===== config.mk =====
export PLATFORM = sky130hd
export DESIGN_NAME = sensor_top
export DESIGN_NICKNAME = d
export VERILOG_FILES = /design/src/logic/sensor_pkg.sv /design/src/logic/link_pkg.sv /design/src/logic/band_if.sv /design/src/logic/lsk_bit_timer.sv /design/src/logic/manchester_tx.sv /design/src/logic/wake_sequencer.sv /design/src/logic/haar_dwt.sv /design/src/logic/band_energy.sv /design/src/logic/peak_band_encoder.sv /design/src/logic/sensor_top.sv
export SDC_FILE = /design/constraint.sdc
export NUM_CORES = 1
export LEC_CHECK = 0
export BUFFER_PORTS_ARGS = -buffer_cell sky130_fd_sc_hd__buf_4
export CAP_MARGIN = 10
export CORE_UTILIZATION = 40
export DETAILED_ROUTE_END_ITERATION = 7
export PLACE_DENSITY_LB_ADDON = 0.12
export SLEW_MARGIN = 20
export SYNTH_ARGS = -nofsm -noshare
export SYNTH_HDL_FRONTEND = slang
export SYNTH_SLANG_ARGS = --single-unit

===== constraint.sdc =====
create_clock -name clk -period 10.6 [get_ports clk]
set_input_delay 0 -clock clk [delete_from_list [all_inputs] [get_ports clk]]
set_output_delay 0 -clock clk [all_outputs]
set_load 0.1 [all_outputs]

===== src/logic/sensor_pkg.sv =====
// Signal path types shared by the transform, energy and scan stages
// Transform words hold three Haar levels of 4-bit samples without overflow

package sensor_pkg;

    // ========================================================================
    // Widths
    // ========================================================================
    // Raw ADC sample, two's complement
    localparam int ADC_BITS    = 4;
    // Signed transform word
    localparam int COEF_BITS   = 12;
    localparam int NUM_BANDS   = 8;
    // Band energy after saturation
    localparam int ENERGY_BITS = 16;

    // ========================================================================
    // Types
    // ========================================================================
    typedef logic [ADC_BITS-1:0]          sample_t;
    typedef logic signed [COEF_BITS-1:0]  coef_t;
    typedef logic [ENERGY_BITS-1:0]       energy_t;
    // Band number, also used as the sample buffer index
    typedef logic [$clog2(NUM_BANDS)-1:0] band_idx_t;

endpackage


===== src/logic/link_pkg.sv =====
// Uplink packet layout and pass sequencing definitions
// Packet is fixed at 14 bits around a 3-bit command

package link_pkg;

    // Command sent uplink, equal to the winning band number
    typedef logic [2:0] cmd_t;

    // ========================================================================
    // Packet fields in send order, MSB first
    // ========================================================================
    localparam int         PACKET_BITS = 14;
    localparam logic [3:0] PREAMBLE    = 4'b1010;
    localparam logic [3:0] SYNC_WORD   = 4'b1100;
    // Command and its parity sit between sync and postamble
    localparam logic [1:0] POSTAMBLE   = 2'b11;

    // ========================================================================
    // Sequencer states, one pass from wake to sleep
    // ========================================================================
    typedef enum logic [3:0] {
        S_IDLE, S_WAKE,
        S_DWT, S_WAIT_DWT,
        S_ENERGY, S_WAIT_ENERGY,
        S_ENCODE,
        S_TX, S_TX_ACK, S_TX_WAIT,
        S_SLEEP
    } seq_state_t;

endpackage


===== src/logic/band_if.sv =====
// Subbands and band energies shared by the data stages
// Each array holds its contents until its producer runs again
`timescale 1ns/1ns

interface band_if;
    import sensor_pkg::*;

    // Haar subbands, band 0 is the level-3 approximation
    coef_t   sub    [NUM_BANDS];
    // Saturated squares of the subband magnitudes
    energy_t energy [NUM_BANDS];

    // Transform writes the subbands
    modport dwt_mp    (output sub);
    // Energy stage reads subbands and writes energies
    modport energy_mp (input sub, output energy);
    // Peak scan only looks at the energies
    modport scan_mp   (input energy);

endinterface


===== src/logic/lsk_bit_timer.sv =====
// Cycle counter within one Manchester bit
// BIT_PERIOD must be even and at least 4
`timescale 1ns/1ns

module lsk_bit_timer #(
    parameter int BIT_PERIOD = 200
) (
    input  logic clk,
    input  logic rst_n,
    input  logic run,
    output logic second_half,
    output logic bit_end
);

    localparam int CNT_BITS = $clog2(BIT_PERIOD);

    logic [CNT_BITS-1:0] cnt;

    // Held at zero while idle, wraps at the end of each bit
    always_ff @(posedge clk or negedge rst_n) begin
        if (!rst_n) begin
            cnt <= '0;
        end else if (!run || bit_end) begin
            cnt <= '0;
        end else begin
            cnt <= cnt + 1'b1;
        end
    end

    // Second half starts at BIT_PERIOD/2
    assign second_half = (cnt >= CNT_BITS'(BIT_PERIOD / 2));
    assign bit_end     = (cnt == CNT_BITS'(BIT_PERIOD - 1));

endmodule


===== src/logic/manchester_tx.sv =====
// 14-bit Manchester uplink, data in the first half of each bit, inverse in the second
// tx_active lasts exactly 14 x BIT_PERIOD cycles starting one cycle after tx_start
`timescale 1ns/1ns

module manchester_tx #(
    parameter int BIT_PERIOD = 200
) (
    input  logic           clk,
    input  logic           rst_n,
    input  logic           tx_start,
    input  link_pkg::cmd_t cmd_in,
    output logic           lsk_ctrl,
    output logic           tx_active
);
    import link_pkg::*;

    localparam int IDX_BITS = $clog2(PACKET_BITS);

    logic [PACKET_BITS-1:0] packet;
    logic [IDX_BITS-1:0]    bit_idx;
    logic                   second_half;
    logic                   bit_end;

    lsk_bit_timer #(
        .BIT_PERIOD (BIT_PERIOD)
    ) u_timer (
        .clk         (clk),
        .rst_n       (rst_n),
        .run         (tx_active),
        .second_half (second_half),
        .bit_end     (bit_end)
    );

    // Packet latched once per send, parity is XOR of the command
    always_ff @(posedge clk) begin
        if (tx_start) begin
            packet <= {PREAMBLE, SYNC_WORD, cmd_in, ^cmd_in, POSTAMBLE};
        end
    end

    // Bit index walks down from the MSB, last bit ends the send
    always_ff @(posedge clk or negedge rst_n) begin
        if (!rst_n) begin
            tx_active <= 1'b0;
            bit_idx   <= '0;
        end else if (tx_start) begin
            tx_active <= 1'b1;
            bit_idx   <= IDX_BITS'(PACKET_BITS - 1);
        end else if (tx_active && bit_end) begin
            if (bit_idx == '0) begin
                tx_active <= 1'b0;
            end else begin
                bit_idx <= bit_idx - 1'b1;
            end
        end
    end

    // Line is quiet whenever nothing is being sent
    assign lsk_ctrl = tx_active & (packet[bit_idx] ^ second_half);

endmodule


===== src/logic/wake_sequencer.sv =====
// Steps one processing pass per wake level
// A wake level still high after sleep starts another pass
// Stages are trusted to answer, there is no timeout
`timescale 1ns/1ns

module wake_sequencer (
    input  logic clk,
    input  logic rst_n,
    input  logic wake,
    input  logic dwt_done,
    input  logic energy_done,
    input  logic cmd_valid,
    input  logic tx_active,
    output logic dwt_start,
    output logic energy_start,
    output logic encode_start,
    output logic tx_start,
    output logic pwr_gate_ctrl
);
    import link_pkg::*;

    logic       wake_meta;
    logic       wake_sync;
    seq_state_t state;
    seq_state_t next_state;

    // Two-flop synchronizer for the asynchronous wake level
    always_ff @(posedge clk or negedge rst_n) begin
        if (!rst_n) begin
            wake_meta <= 1'b0;
            wake_sync <= 1'b0;
        end else begin
            wake_meta <= wake;
            wake_sync <= wake_meta;
        end
    end

    always_ff @(posedge clk or negedge rst_n) begin
        if (!rst_n) begin
            state <= S_IDLE;
        end else begin
            state <= next_state;
        end
    end

    // ========================================================================
    // Next state
    // ========================================================================
    always_comb begin
        next_state = state;
        case (state)
            S_IDLE:        if (wake_sync)   next_state = S_WAKE;
            S_WAKE:                         next_state = S_DWT;
            S_DWT:                          next_state = S_WAIT_DWT;
            S_WAIT_DWT:    if (dwt_done)    next_state = S_ENERGY;
            S_ENERGY:                       next_state = S_WAIT_ENERGY;
            S_WAIT_ENERGY: if (energy_done) next_state = S_ENCODE;
            // Scan runs inside S_ENCODE until the command appears
            S_ENCODE:      if (cmd_valid)   next_state = S_TX;
            S_TX:                           next_state = S_TX_ACK;
            // tx_start is seen here, tx_active rises next cycle
            S_TX_ACK:                       next_state = S_TX_WAIT;
            S_TX_WAIT:     if (!tx_active)  next_state = S_SLEEP;
            S_SLEEP:                        next_state = S_IDLE;
            default:                        next_state = S_IDLE;
        endcase
    end

    // Registered start strobes, each high for one cycle on entry to its step
    always_ff @(posedge clk or negedge rst_n) begin
        if (!rst_n) begin
            dwt_start    <= 1'b0;
            energy_start <= 1'b0;
            encode_start <= 1'b0;
            tx_start     <= 1'b0;
        end else begin
            dwt_start    <= (state == S_WAKE);
            energy_start <= (state == S_WAIT_DWT) && dwt_done;
            encode_start <= (state == S_WAIT_ENERGY) && energy_done;
            tx_start     <= (state == S_TX);
        end
    end

    // Power stays on for the whole pass
    assign pwr_gate_ctrl = (state != S_IDLE) && (state != S_SLEEP);

endmodule


===== src/logic/haar_dwt.sv =====
// Sample capture and three-level Haar lifting over an 8-entry circular buffer
// Samples keep landing in the buffer during a transform, nothing holds them off
// Subbands and dwt_done appear 4 cycles after dwt_start
`timescale 1ns/1ns

module haar_dwt (
    input  logic                clk,
    input  logic                rst_n,
    input  sensor_pkg::sample_t adc_data,
    input  logic                adc_valid,
    input  logic                dwt_start,
    output logic                dwt_done,
    band_if.dwt_mp              bands
);
    import sensor_pkg::*;

    typedef enum logic [1:0] {ST_IDLE, ST_L1, ST_L2, ST_L3} step_t;

    logic      valid_meta;
    logic      valid_sync;
    band_idx_t wr_ptr;
    step_t     step;
    coef_t     sample_ext;
    coef_t     buf_r [NUM_BANDS];
    // Level-1 and level-2 approximations and details
    coef_t     a1 [4];
    coef_t     d1 [4];
    coef_t     a2 [2];
    coef_t     d2 [2];

    // Lifting approximation, even plus half the detail
    function automatic coef_t lift_approx(coef_t even_w, coef_t odd_w);
        coef_t detail;
        detail = odd_w - even_w;
        return even_w + (detail >>> 1);
    endfunction

    assign sample_ext = {{(COEF_BITS-ADC_BITS){adc_data[ADC_BITS-1]}}, adc_data};

    // ========================================================================
    // Control
    // ========================================================================
    always_ff @(posedge clk or negedge rst_n) begin
        if (!rst_n) begin
            valid_meta <= 1'b0;
            valid_sync <= 1'b0;
            wr_ptr     <= '0;
            step       <= ST_IDLE;
            dwt_done   <= 1'b0;
        end else begin
            valid_meta <= adc_valid;
            valid_sync <= valid_meta;
            // Pointer wraps on its own, only reset clears it
            if (valid_sync) begin
                wr_ptr <= wr_ptr + 1'b1;
            end
            dwt_done <= (step == ST_L3);
            case (step)
                ST_IDLE: if (dwt_start) step <= ST_L1;
                ST_L1:   step <= ST_L2;
                ST_L2:   step <= ST_L3;
                default: step <= ST_IDLE;
            endcase
        end
    end

    // ========================================================================
    // Buffer and lifting datapath
    // ========================================================================
    always_ff @(posedge clk) begin
        if (valid_sync) begin
            buf_r[wr_ptr] <= sample_ext;
        end
        case (step)
            // Level 1 on buffer pairs (0,1) (2,3) (4,5) (6,7)
            ST_L1: begin
                for (int i = 0; i < 4; i++) begin
                    d1[i] <= buf_r[2*i+1] - buf_r[2*i];
                    a1[i] <= lift_approx(buf_r[2*i], buf_r[2*i+1]);
                end
            end
            ST_L2: begin
                for (int i = 0; i < 2; i++) begin
                    d2[i] <= a1[2*i+1] - a1[2*i];
                    a2[i] <= lift_approx(a1[2*i], a1[2*i+1]);
                end
            end
            // Level 3 and publish all eight bands at once
            ST_L3: begin
                bands.sub[0] <= lift_approx(a2[0], a2[1]);
                bands.sub[1] <= a2[1] - a2[0];
                bands.sub[2] <= d2[0];
                bands.sub[3] <= d2[1];
                for (int i = 0; i < 4; i++) begin
                    bands.sub[4+i] <= d1[i];
                end
            end
            default: begin
            end
        endcase
    end

endmodule


===== src/logic/band_energy.sv =====
// Band energy through one shared multiplier, one band per cycle
// Energy is the square of |subband| clipped at 65535
// energy_done pulses 9 cycles after energy_start
`timescale 1ns/1ns

module band_energy (
    input  logic      clk,
    input  logic      rst_n,
    input  logic      energy_start,
    output logic      energy_done,
    band_if.energy_mp bands
);
    import sensor_pkg::*;

    logic                   running;
    band_idx_t              idx;
    coef_t                  cur;
    logic [COEF_BITS-1:0]   mag;
    logic [2*COEF_BITS-1:0] square;
    energy_t                square_sat;

    // Magnitude of the band in turn, -2048 still fits unsigned
    assign cur        = bands.sub[idx];
    assign mag        = cur[COEF_BITS-1] ? -cur : cur;
    assign square     = mag * mag;
    // Clip anything beyond 16 bits
    assign square_sat = (|square[2*COEF_BITS-1:ENERGY_BITS]) ? '1 : square[ENERGY_BITS-1:0];

    always_ff @(posedge clk or negedge rst_n) begin
        if (!rst_n) begin
            running     <= 1'b0;
            idx         <= '0;
            energy_done <= 1'b0;
        end else begin
            energy_done <= running && (idx == band_idx_t'(NUM_BANDS - 1));
            if (energy_start) begin
                running <= 1'b1;
                idx     <= '0;
            end else if (running) begin
                if (idx == band_idx_t'(NUM_BANDS - 1)) begin
                    running <= 1'b0;
                end
                idx <= idx + 1'b1;
            end
        end
    end

    always_ff @(posedge clk) begin
        if (running) begin
            bands.energy[idx] <= square_sat;
        end
    end

endmodule


===== src/logic/peak_band_encoder.sv =====
// Sequential argmax over the band energies
// Ties keep the lower band number, cmd_valid pulses 9 cycles after encode_start
`timescale 1ns/1ns

module peak_band_encoder (
    input  logic           clk,
    input  logic           rst_n,
    input  logic           encode_start,
    output link_pkg::cmd_t cmd_out,
    output logic           cmd_valid,
    band_if.scan_mp        bands
);
    import sensor_pkg::*;

    logic      scanning;
    logic      publish;
    band_idx_t scan_idx;
    energy_t   max_energy;
    band_idx_t max_idx;

    always_ff @(posedge clk or negedge rst_n) begin
        if (!rst_n) begin
            scanning   <= 1'b0;
            publish    <= 1'b0;
            scan_idx   <= '0;
            max_energy <= '0;
            max_idx    <= '0;
            cmd_out    <= '0;
            cmd_valid  <= 1'b0;
        end else begin
            // One cycle after the last compare the winner goes out
            publish   <= scanning && (scan_idx == band_idx_t'(NUM_BANDS - 1));
            cmd_valid <= publish;
            if (publish) begin
                cmd_out <= max_idx;
            end
            // Band 0 seeds the running maximum
            if (encode_start) begin
                scanning   <= 1'b1;
                scan_idx   <= band_idx_t'(1);
                max_energy <= bands.energy[0];
                max_idx    <= '0;
            end else if (scanning) begin
                // Strictly greater only
                if (bands.energy[scan_idx] > max_energy) begin
                    max_energy <= bands.energy[scan_idx];
                    max_idx    <= scan_idx;
                end
                if (scan_idx == band_idx_t'(NUM_BANDS - 1)) begin
                    scanning <= 1'b0;
                end
                scan_idx <= scan_idx + 1'b1;
            end
        end
    end

endmodule


===== src/logic/sensor_top.sv =====
// Field sensor core, sampling through uplink
// BIT_PERIOD is the uplink bit length in cycles and must be even and at least 4
// adc_valid and wake are asynchronous and synchronized inside
`timescale 1ns/1ns

module sensor_top #(
    parameter int BIT_PERIOD = 200
) (
    input  logic                clk,
    input  logic                rst_n,
    input  sensor_pkg::sample_t adc_data,
    input  logic                adc_valid,
    input  logic                wake,
    output link_pkg::cmd_t      cmd_out,
    output logic                cmd_valid,
    output logic                lsk_ctrl,
    output logic                lsk_tx,
    output logic                pwr_gate_ctrl
);

    // Sequencer strobes and the answers from each stage
    logic dwt_start;
    logic dwt_done;
    logic energy_start;
    logic energy_done;
    logic encode_start;
    logic tx_start;

    // Subbands and energies between the data stages
    band_if u_bands ();

    wake_sequencer u_seq (
        .clk           (clk),
        .rst_n         (rst_n),
        .wake          (wake),
        .dwt_done      (dwt_done),
        .energy_done   (energy_done),
        .cmd_valid     (cmd_valid),
        .tx_active     (lsk_tx),
        .dwt_start     (dwt_start),
        .energy_start  (energy_start),
        .encode_start  (encode_start),
        .tx_start      (tx_start),
        .pwr_gate_ctrl (pwr_gate_ctrl)
    );

    haar_dwt u_dwt (
        .clk       (clk),
        .rst_n     (rst_n),
        .adc_data  (adc_data),
        .adc_valid (adc_valid),
        .dwt_start (dwt_start),
        .dwt_done  (dwt_done),
        .bands     (u_bands.dwt_mp)
    );

    band_energy u_energy (
        .clk          (clk),
        .rst_n        (rst_n),
        .energy_start (energy_start),
        .energy_done  (energy_done),
        .bands        (u_bands.energy_mp)
    );

    peak_band_encoder u_peak (
        .clk          (clk),
        .rst_n        (rst_n),
        .encode_start (encode_start),
        .cmd_out      (cmd_out),
        .cmd_valid    (cmd_valid),
        .bands        (u_bands.scan_mp)
    );

    // lsk_tx is the transmitter's active level
    manchester_tx #(
        .BIT_PERIOD (BIT_PERIOD)
    ) u_tx (
        .clk       (clk),
        .rst_n     (rst_n),
        .tx_start  (tx_start),
        .cmd_in    (cmd_out),
        .lsk_ctrl  (lsk_ctrl),
        .tx_active (lsk_tx)
    );

endmodule


# Word level (Yosys, flattened, before mapping)
# Memories as Yosys holds them, arrays and structs flattened. A register that Yosys moved wholly into a read port is not among the register bits.
# Cells that the tools add are included.
# op_classes
add_sub_neg	20
multipliers	1
magnitude_cmp	6
eq_ne	23
n_mux	50
n_bitwise	4
reduce_logical	24
# ops
op	count
bitwise mux 128 bit	1
two-way mux 16 bit	7
adder 12 x 11 -> 12 bit	7
subtractor 12 bit	7
binary-select mux 16 bit (select 3 bit)	1
demux 16 bit (select 3 bit)	1
one-hot mux 4 bit (10 select lines)	1
binary-select mux 12 bit (select 3 bit)	1
two-way mux 12 bit	3
two-way mux 4 bit	8
multiplier 12 x 12 -> 24 bit	1
two-way mux 3 bit	7
== test 4 x 3 -> 1 bit, second input constant	4
> comparator 16 bit	1
two-way mux 1 bit	16
negator 12 bit	1
nonzero test 2 bit	5
adder 3 x 1 -> 3 bit, second input constant	3
adder 8 x 1 -> 8 bit, second input constant	1
== test 4 x 2 -> 1 bit, second input constant	2
== test 4 bit, second input constant	2
== test 8 bit, second input constant	1
>= comparator 4 bit, second input constant	2
>= comparator 8 x 7 -> 1 bit, second input constant	1
27 further kinds	44
# word_totals
regBits	220
ram_bits	240
in_bits	8
memories	5
# mem_list
memory	depth	word_bits	read_ports	rd_clocked_by_memory_dff	write_ports	line	text
u_dwt.buf_r	8	12	8	0	1	haar_dwt.sv:24	coef_t buf_r [NUM_BANDS];
u_dwt.a1	4	12	4	0	4	haar_dwt.sv:26	coef_t a1 [4];
u_dwt.d1	4	12	4	4	4	haar_dwt.sv:27	coef_t d1 [4];
u_dwt.a2	2	12	2	0	2	haar_dwt.sv:28	coef_t a2 [2];
u_dwt.d2	2	12	2	2	2	haar_dwt.sv:29	coef_t d2 [2];

# Longest topological paths before layout
# depth
word_depth	10
depth_mapped	36
depth_no_buf	29

# By module
# From an unflattened synthesis, not the netlist that was laid out.
# unflattened
cells_unflattened	2275
hier_area_um2	27367.5
# modules_own_cells
mod	instances	cells_each	area_per_inst_um2
haar_dwt	1	1049	13963.4
band_energy	1	818	9362.7
peak_band_encoder	1	276	2590.0
wake_sequencer	1	44	495.5
manchester_tx	1	41	491.7
lsk_bit_timer	1	47	464.2

# Worst setup path before layout
# No wires, ideal clock.
# synth_path
path_kind	register -> register
from	reg u_energy.idx[0]
to	reg u_energy.bands.energy[113] (data pin)
setup_ns	0.306
arrival_time_ns	8.857
t_required_ns	10.294
setup_slack_ns	1.437
path_stages_with_launch	37
synth_period_minus_slack_ns	9.163
path_cell_list	dfrtp_1 buf_6 buf_6 mux4_2 mux2i_4 clkbuf_1 ha_1 nand2_1 or4_1 buf_2 o31ai_4 xor2_2 inv_2 buf_6 nor2_4 inv_2 fa_1 inv_1 fa_1 inv_1 fa_1 inv_1 fa_1 inv_1 fa_1 inv_1 ha_1 a21oi_1 o21ai_0 a211oi_1 o21bai_1 xor2_1 a211oi_1 and4_1 buf_1 clkbuf_1 nand2_1
# synth_via
elab_chain_cells	10
elab_cells_between_ends	15
classes_between	1 x add/sub; 1 x mul; 2 x order compare; 8 x mux; 1 x bitwise; 2 x reduce/logical
# synth_lines
item	line	text
start, declared	band_energy.sv:16	band_idx_t idx;
start signal, assigned	band_energy.sv:43	idx <= idx + 1'b1;
NOT 3 -> 4 bit (implied by the code) (*)	band_energy.sv:23	assign cur = bands.sub[idx];
binary-select mux 12 bit (select 3 bit) (*)	band_energy.sv:23	
two-way mux 12 bit (implied by the code) (*) (2 in series)	band_energy.sv:23	
negator 12 bit	band_energy.sv:24	assign mag = cur[COEF_BITS-1] ? -cur : cur;
two-way mux 12 bit (*)	band_energy.sv:24	
multiplier 12 x 12 -> 24 bit (*)	band_energy.sv:25	assign square = mag * mag;
OR reduction 8 bit	band_energy.sv:27	assign square_sat = (|square[2*COEF_BITS-1:ENERGY_BITS]) ? '1 : square[ENERGY_BITS-1:0];
two-way mux 16 bit (*)	band_energy.sv:27	
net u_energy.square_sat[1]	band_energy.sv:20	energy_t square_sat;
bitwise mux 128 bit (*)	band_energy.sv:50	bands.energy[idx] <= square_sat;
end signal, assigned by index	band_energy.sv:50	
end, declared	band_if.sv:16	modport energy_mp (input sub, output energy);
# Mark *: on every way through the listed nets, which the timed path passes. The rest lies on a longest branch. The select of a mux whose other input is x is not followed.
# A chain may end at the register's enable or synchronous reset.

# Worst setup path in the final report
# layout_path
from	reg u_energy.idx[0]
to	reg u_energy.bands.energy[111] (data pin)
# Same word-level chain as after synthesis.

==> impl_metrics.ini <==
[floorplan]
die_h_um = 260
die_area_mm2 = 0.0674
core_area_mm2 = 0.0657
start_util_pct = 40.4
fp.dieW_um = 260
rows = 94
io_pins = 15

[cts]
cts_root_buffer = clkbuf_16
cts_resized = 0
htreeDepth = 2
cts.path.max_buffers = 3
cts_buffers = 49
clkLatencyLatePin_ns = 0.59
clkTransAtPathRegs_ns = 0.06
cts_setup_buffers = 0
cts.sinks = 460
cts_tree = done

[setup_path]
worstSetupPathType = reg2reg
start_kind = flop
critical_path_arrival_ns = 9.75
critical_path.slowest_cell = dfrtp_2
max_stage_delay_ns = 0.64
worstPathRequired_ns = 10.85
cp_max_fo = 22
endpoint_kind = flop

[timing]
fin_crit_ns = 9.51
fmax_ghz = 0.105
slew_violations = 0
hold-worst-slack_ns = 0.0668
tns_ns = 0
tightest_slew_ns = 0.975
rsz0062_at_grt = no
hold_viol = 0
fin_skew_ns = 0.0198
slew-limit-headroom_pct = 35.0
finalSetupViolCount = 0
fin_crit_sh_pct = 89.7

[placed_design]
port_buffers = 14
hpwl_um = 41900
gp_congestion = 0.887

[synth]
ys_warn_count = 0
netlist_instances = 2078
yosys.area_share.simple_pct = 6.97
synth_top_family_by_area = adder cells
synth-seq-cells = 460
syn_avg_cell_area_um2 = 12.8
ys_types = 76
synth_mux_area_share_pct = 6.80
synth_xor_xnor_area_share_pct = 4.87
synth_edf_count = 396
syn_area_mm2 = 0.0265
seq_area_frac_synth_pct = 50.8
synth_fa_ha_area_share_pct = 17.5
ys_async_sr_fraction_pct = 13.9
synth_compound_area_share_pct = 8.30
synth_flop_cell = edfxtp_1

[global_route]
grt_pass1_vias = 16000
gr-total-overflow = 0
grt_pass1_wl_um = 89000
grt_max_degree = 73
antenna_found_initial = 0
grtUsageTotal_pct = 17.2

[final_layout]
area.growth.synth_to_final_pct = 10.8
nets = 2460
final_util_pct = 44.7
drive_gt1_share_pct = 10.8
antenna_cells = 0

[run]
maxCapViolCount = 0

[route]
drtIter0Drc = 851
route.detailed.drc = 0
vias_per_cell = 5.05
routed_wl_um = 56700
wl_per_cell_um = 18.6
ant_nets = 0
firstDrtPassIters = 5
vias = 15400

[hold_path]
worst_hold_path_type = in2reg

[outcome]
status = finished, final reports clean
## final cells by class
class	instances	area (µm²)
Clock inverter	17	155
Tap cell	864	1080
Clock buffer	72	1370
Multi-Input combinational cell	1309	11900
Sequential cell	460	13500
Timing Repair Buffer	52	408
Fill cell	5959	36300
Inverter	270	1010
## kinds of logic after synthesis
logic type                 count (synthesis)
AOI/OAI and AO/OA                        344
xor gates and xnor gates                 146
adders and majority gates                310
buffers and inverters                    316
DFF                                      460
muxes                                    119
other                                      2
and+or+nand+nor                          381
## synth_stat cells (all sizes together), types with 25 or more instances
cell | n | share of area, %
a21oi | 112 | 2.1
edfxtp | 396 | 45
o21bai | 27 | 0.76
ha | 207 | 9.8
mux2i | 51 | 2.1
nand2 | 110 | 1.6
mux2 | 25 | 1.1
clkbuf | 26 | 0.37
mux4 | 43 | 3.6
fa | 103 | 7.8
o21ai | 75 | 1.4
nor2 | 122 | 1.8
xnor2 | 93 | 3.1
nand3 | 32 | 0.79
inv | 269 | 3.8
dfrtp | 64 | 6.0
a21o | 45 | 1.3
xor2 | 53 | 1.8
nand2b | 30 | 0.71
## cell usage in the layout, fill, tap and decap left out, drive strengths merged, types with 7 or more instances in the layout
cell and instances:
edfxtp 396, inv 272, ha 207, nor2 122, a21oi 112, nand2 110, fa 103, xnor2 93
o21ai 75, clkbuf 72, dfrtp 64, xor2 53, mux2i 51, a21o 45, buf 45, mux4 43
nand3 32, nand2b 30, o21bai 27, mux2 25, nor3 22, nor2b 21, clkinv 12, a211oi 11
a31oi 11, o211ai 10, conb 9, o22ai 9, and2 8, a21bo 8, o21a 7, dlygate4sd3 7
## registers in the layout (all words and copies together), names as in the netlist, 4 cells and up
name and cells:
u_peak.max_energy 16, u_dwt.buf_r 32, u_dwt.d2 24, u_energy.bands.energy 128, u_dwt.bands.sub 92, u_tx.u_timer.cnt 8, u_tx.packet 4, u_dwt.a2 24
u_tx.bit_idx 4, u_dwt.a1 48, u_seq.state 4, u_dwt.d1 44
## critical path, delay by kind of cell (launching register included)
| family | cells | cell delay [ns] |
|---|---|---|
| adders and majority gates | 6 | 2.88 |
| AOI/OAI and AO/OA | 6 | 1.74 |
| buffers and inverters | 9 | 1.26 |
| and+or+nand+nor | 4 | 1.11 |
| muxes | 2 | 0.80 |
| xor gates and xnor gates | 2 | 0.70 |
| DFF | 1 | 0.64 |
## final timing paths
kind                                  start                    endpoint  slack [ns]  cells past startpoint
max reg2reg                 u_energy.idx[0]  u_energy.bands.energy[111]        1.09                     29
max                         u_energy.idx[0]  u_energy.bands.energy[111]        1.09                     29
min in group asynchronous             rst_n             u_tx.bit_idx[3]        0.10                      2
min reg2reg                u_dwt.valid_meta            u_dwt.valid_sync        0.35                      0
max in group asynchronous             rst_n             u_energy.idx[0]        9.80                      2
min                               adc_valid            u_dwt.valid_meta        0.07                      2
## routing by layer
metal	global-route usage [%]	routed length (µm)	vias to the layer above
met5	0	0	-
met4	5.75	1770	0
met1	21.7	24800	7606
met2	30.0	28200	225
li1	-	-	7460
met3	2.61	1950	80
## what timing repair did
| item | in CTS | in global routing |
|---|---|---|
| hold buffers | 7 | 0 |
| endpoints found under the hold margin | 98 | 0 |
| setup endpoints to repair | 0 | 0 |
## through the flow
stage,area [µm²],instances,worst slack (ns)
2_1_floorplan,26600,2085,1.44
3_3_place_gp,27800,2948,1.35
3_5_place_dp,27800,2948,1.07
4_1_cts,29400,3044,1.07
5_1_grt,29400,3044,0.533
6_report,29400,3044,1.09
Power is not shown: default switching activity piles up to over one toggle a cycle in this logic, so the estimate is an artifact.
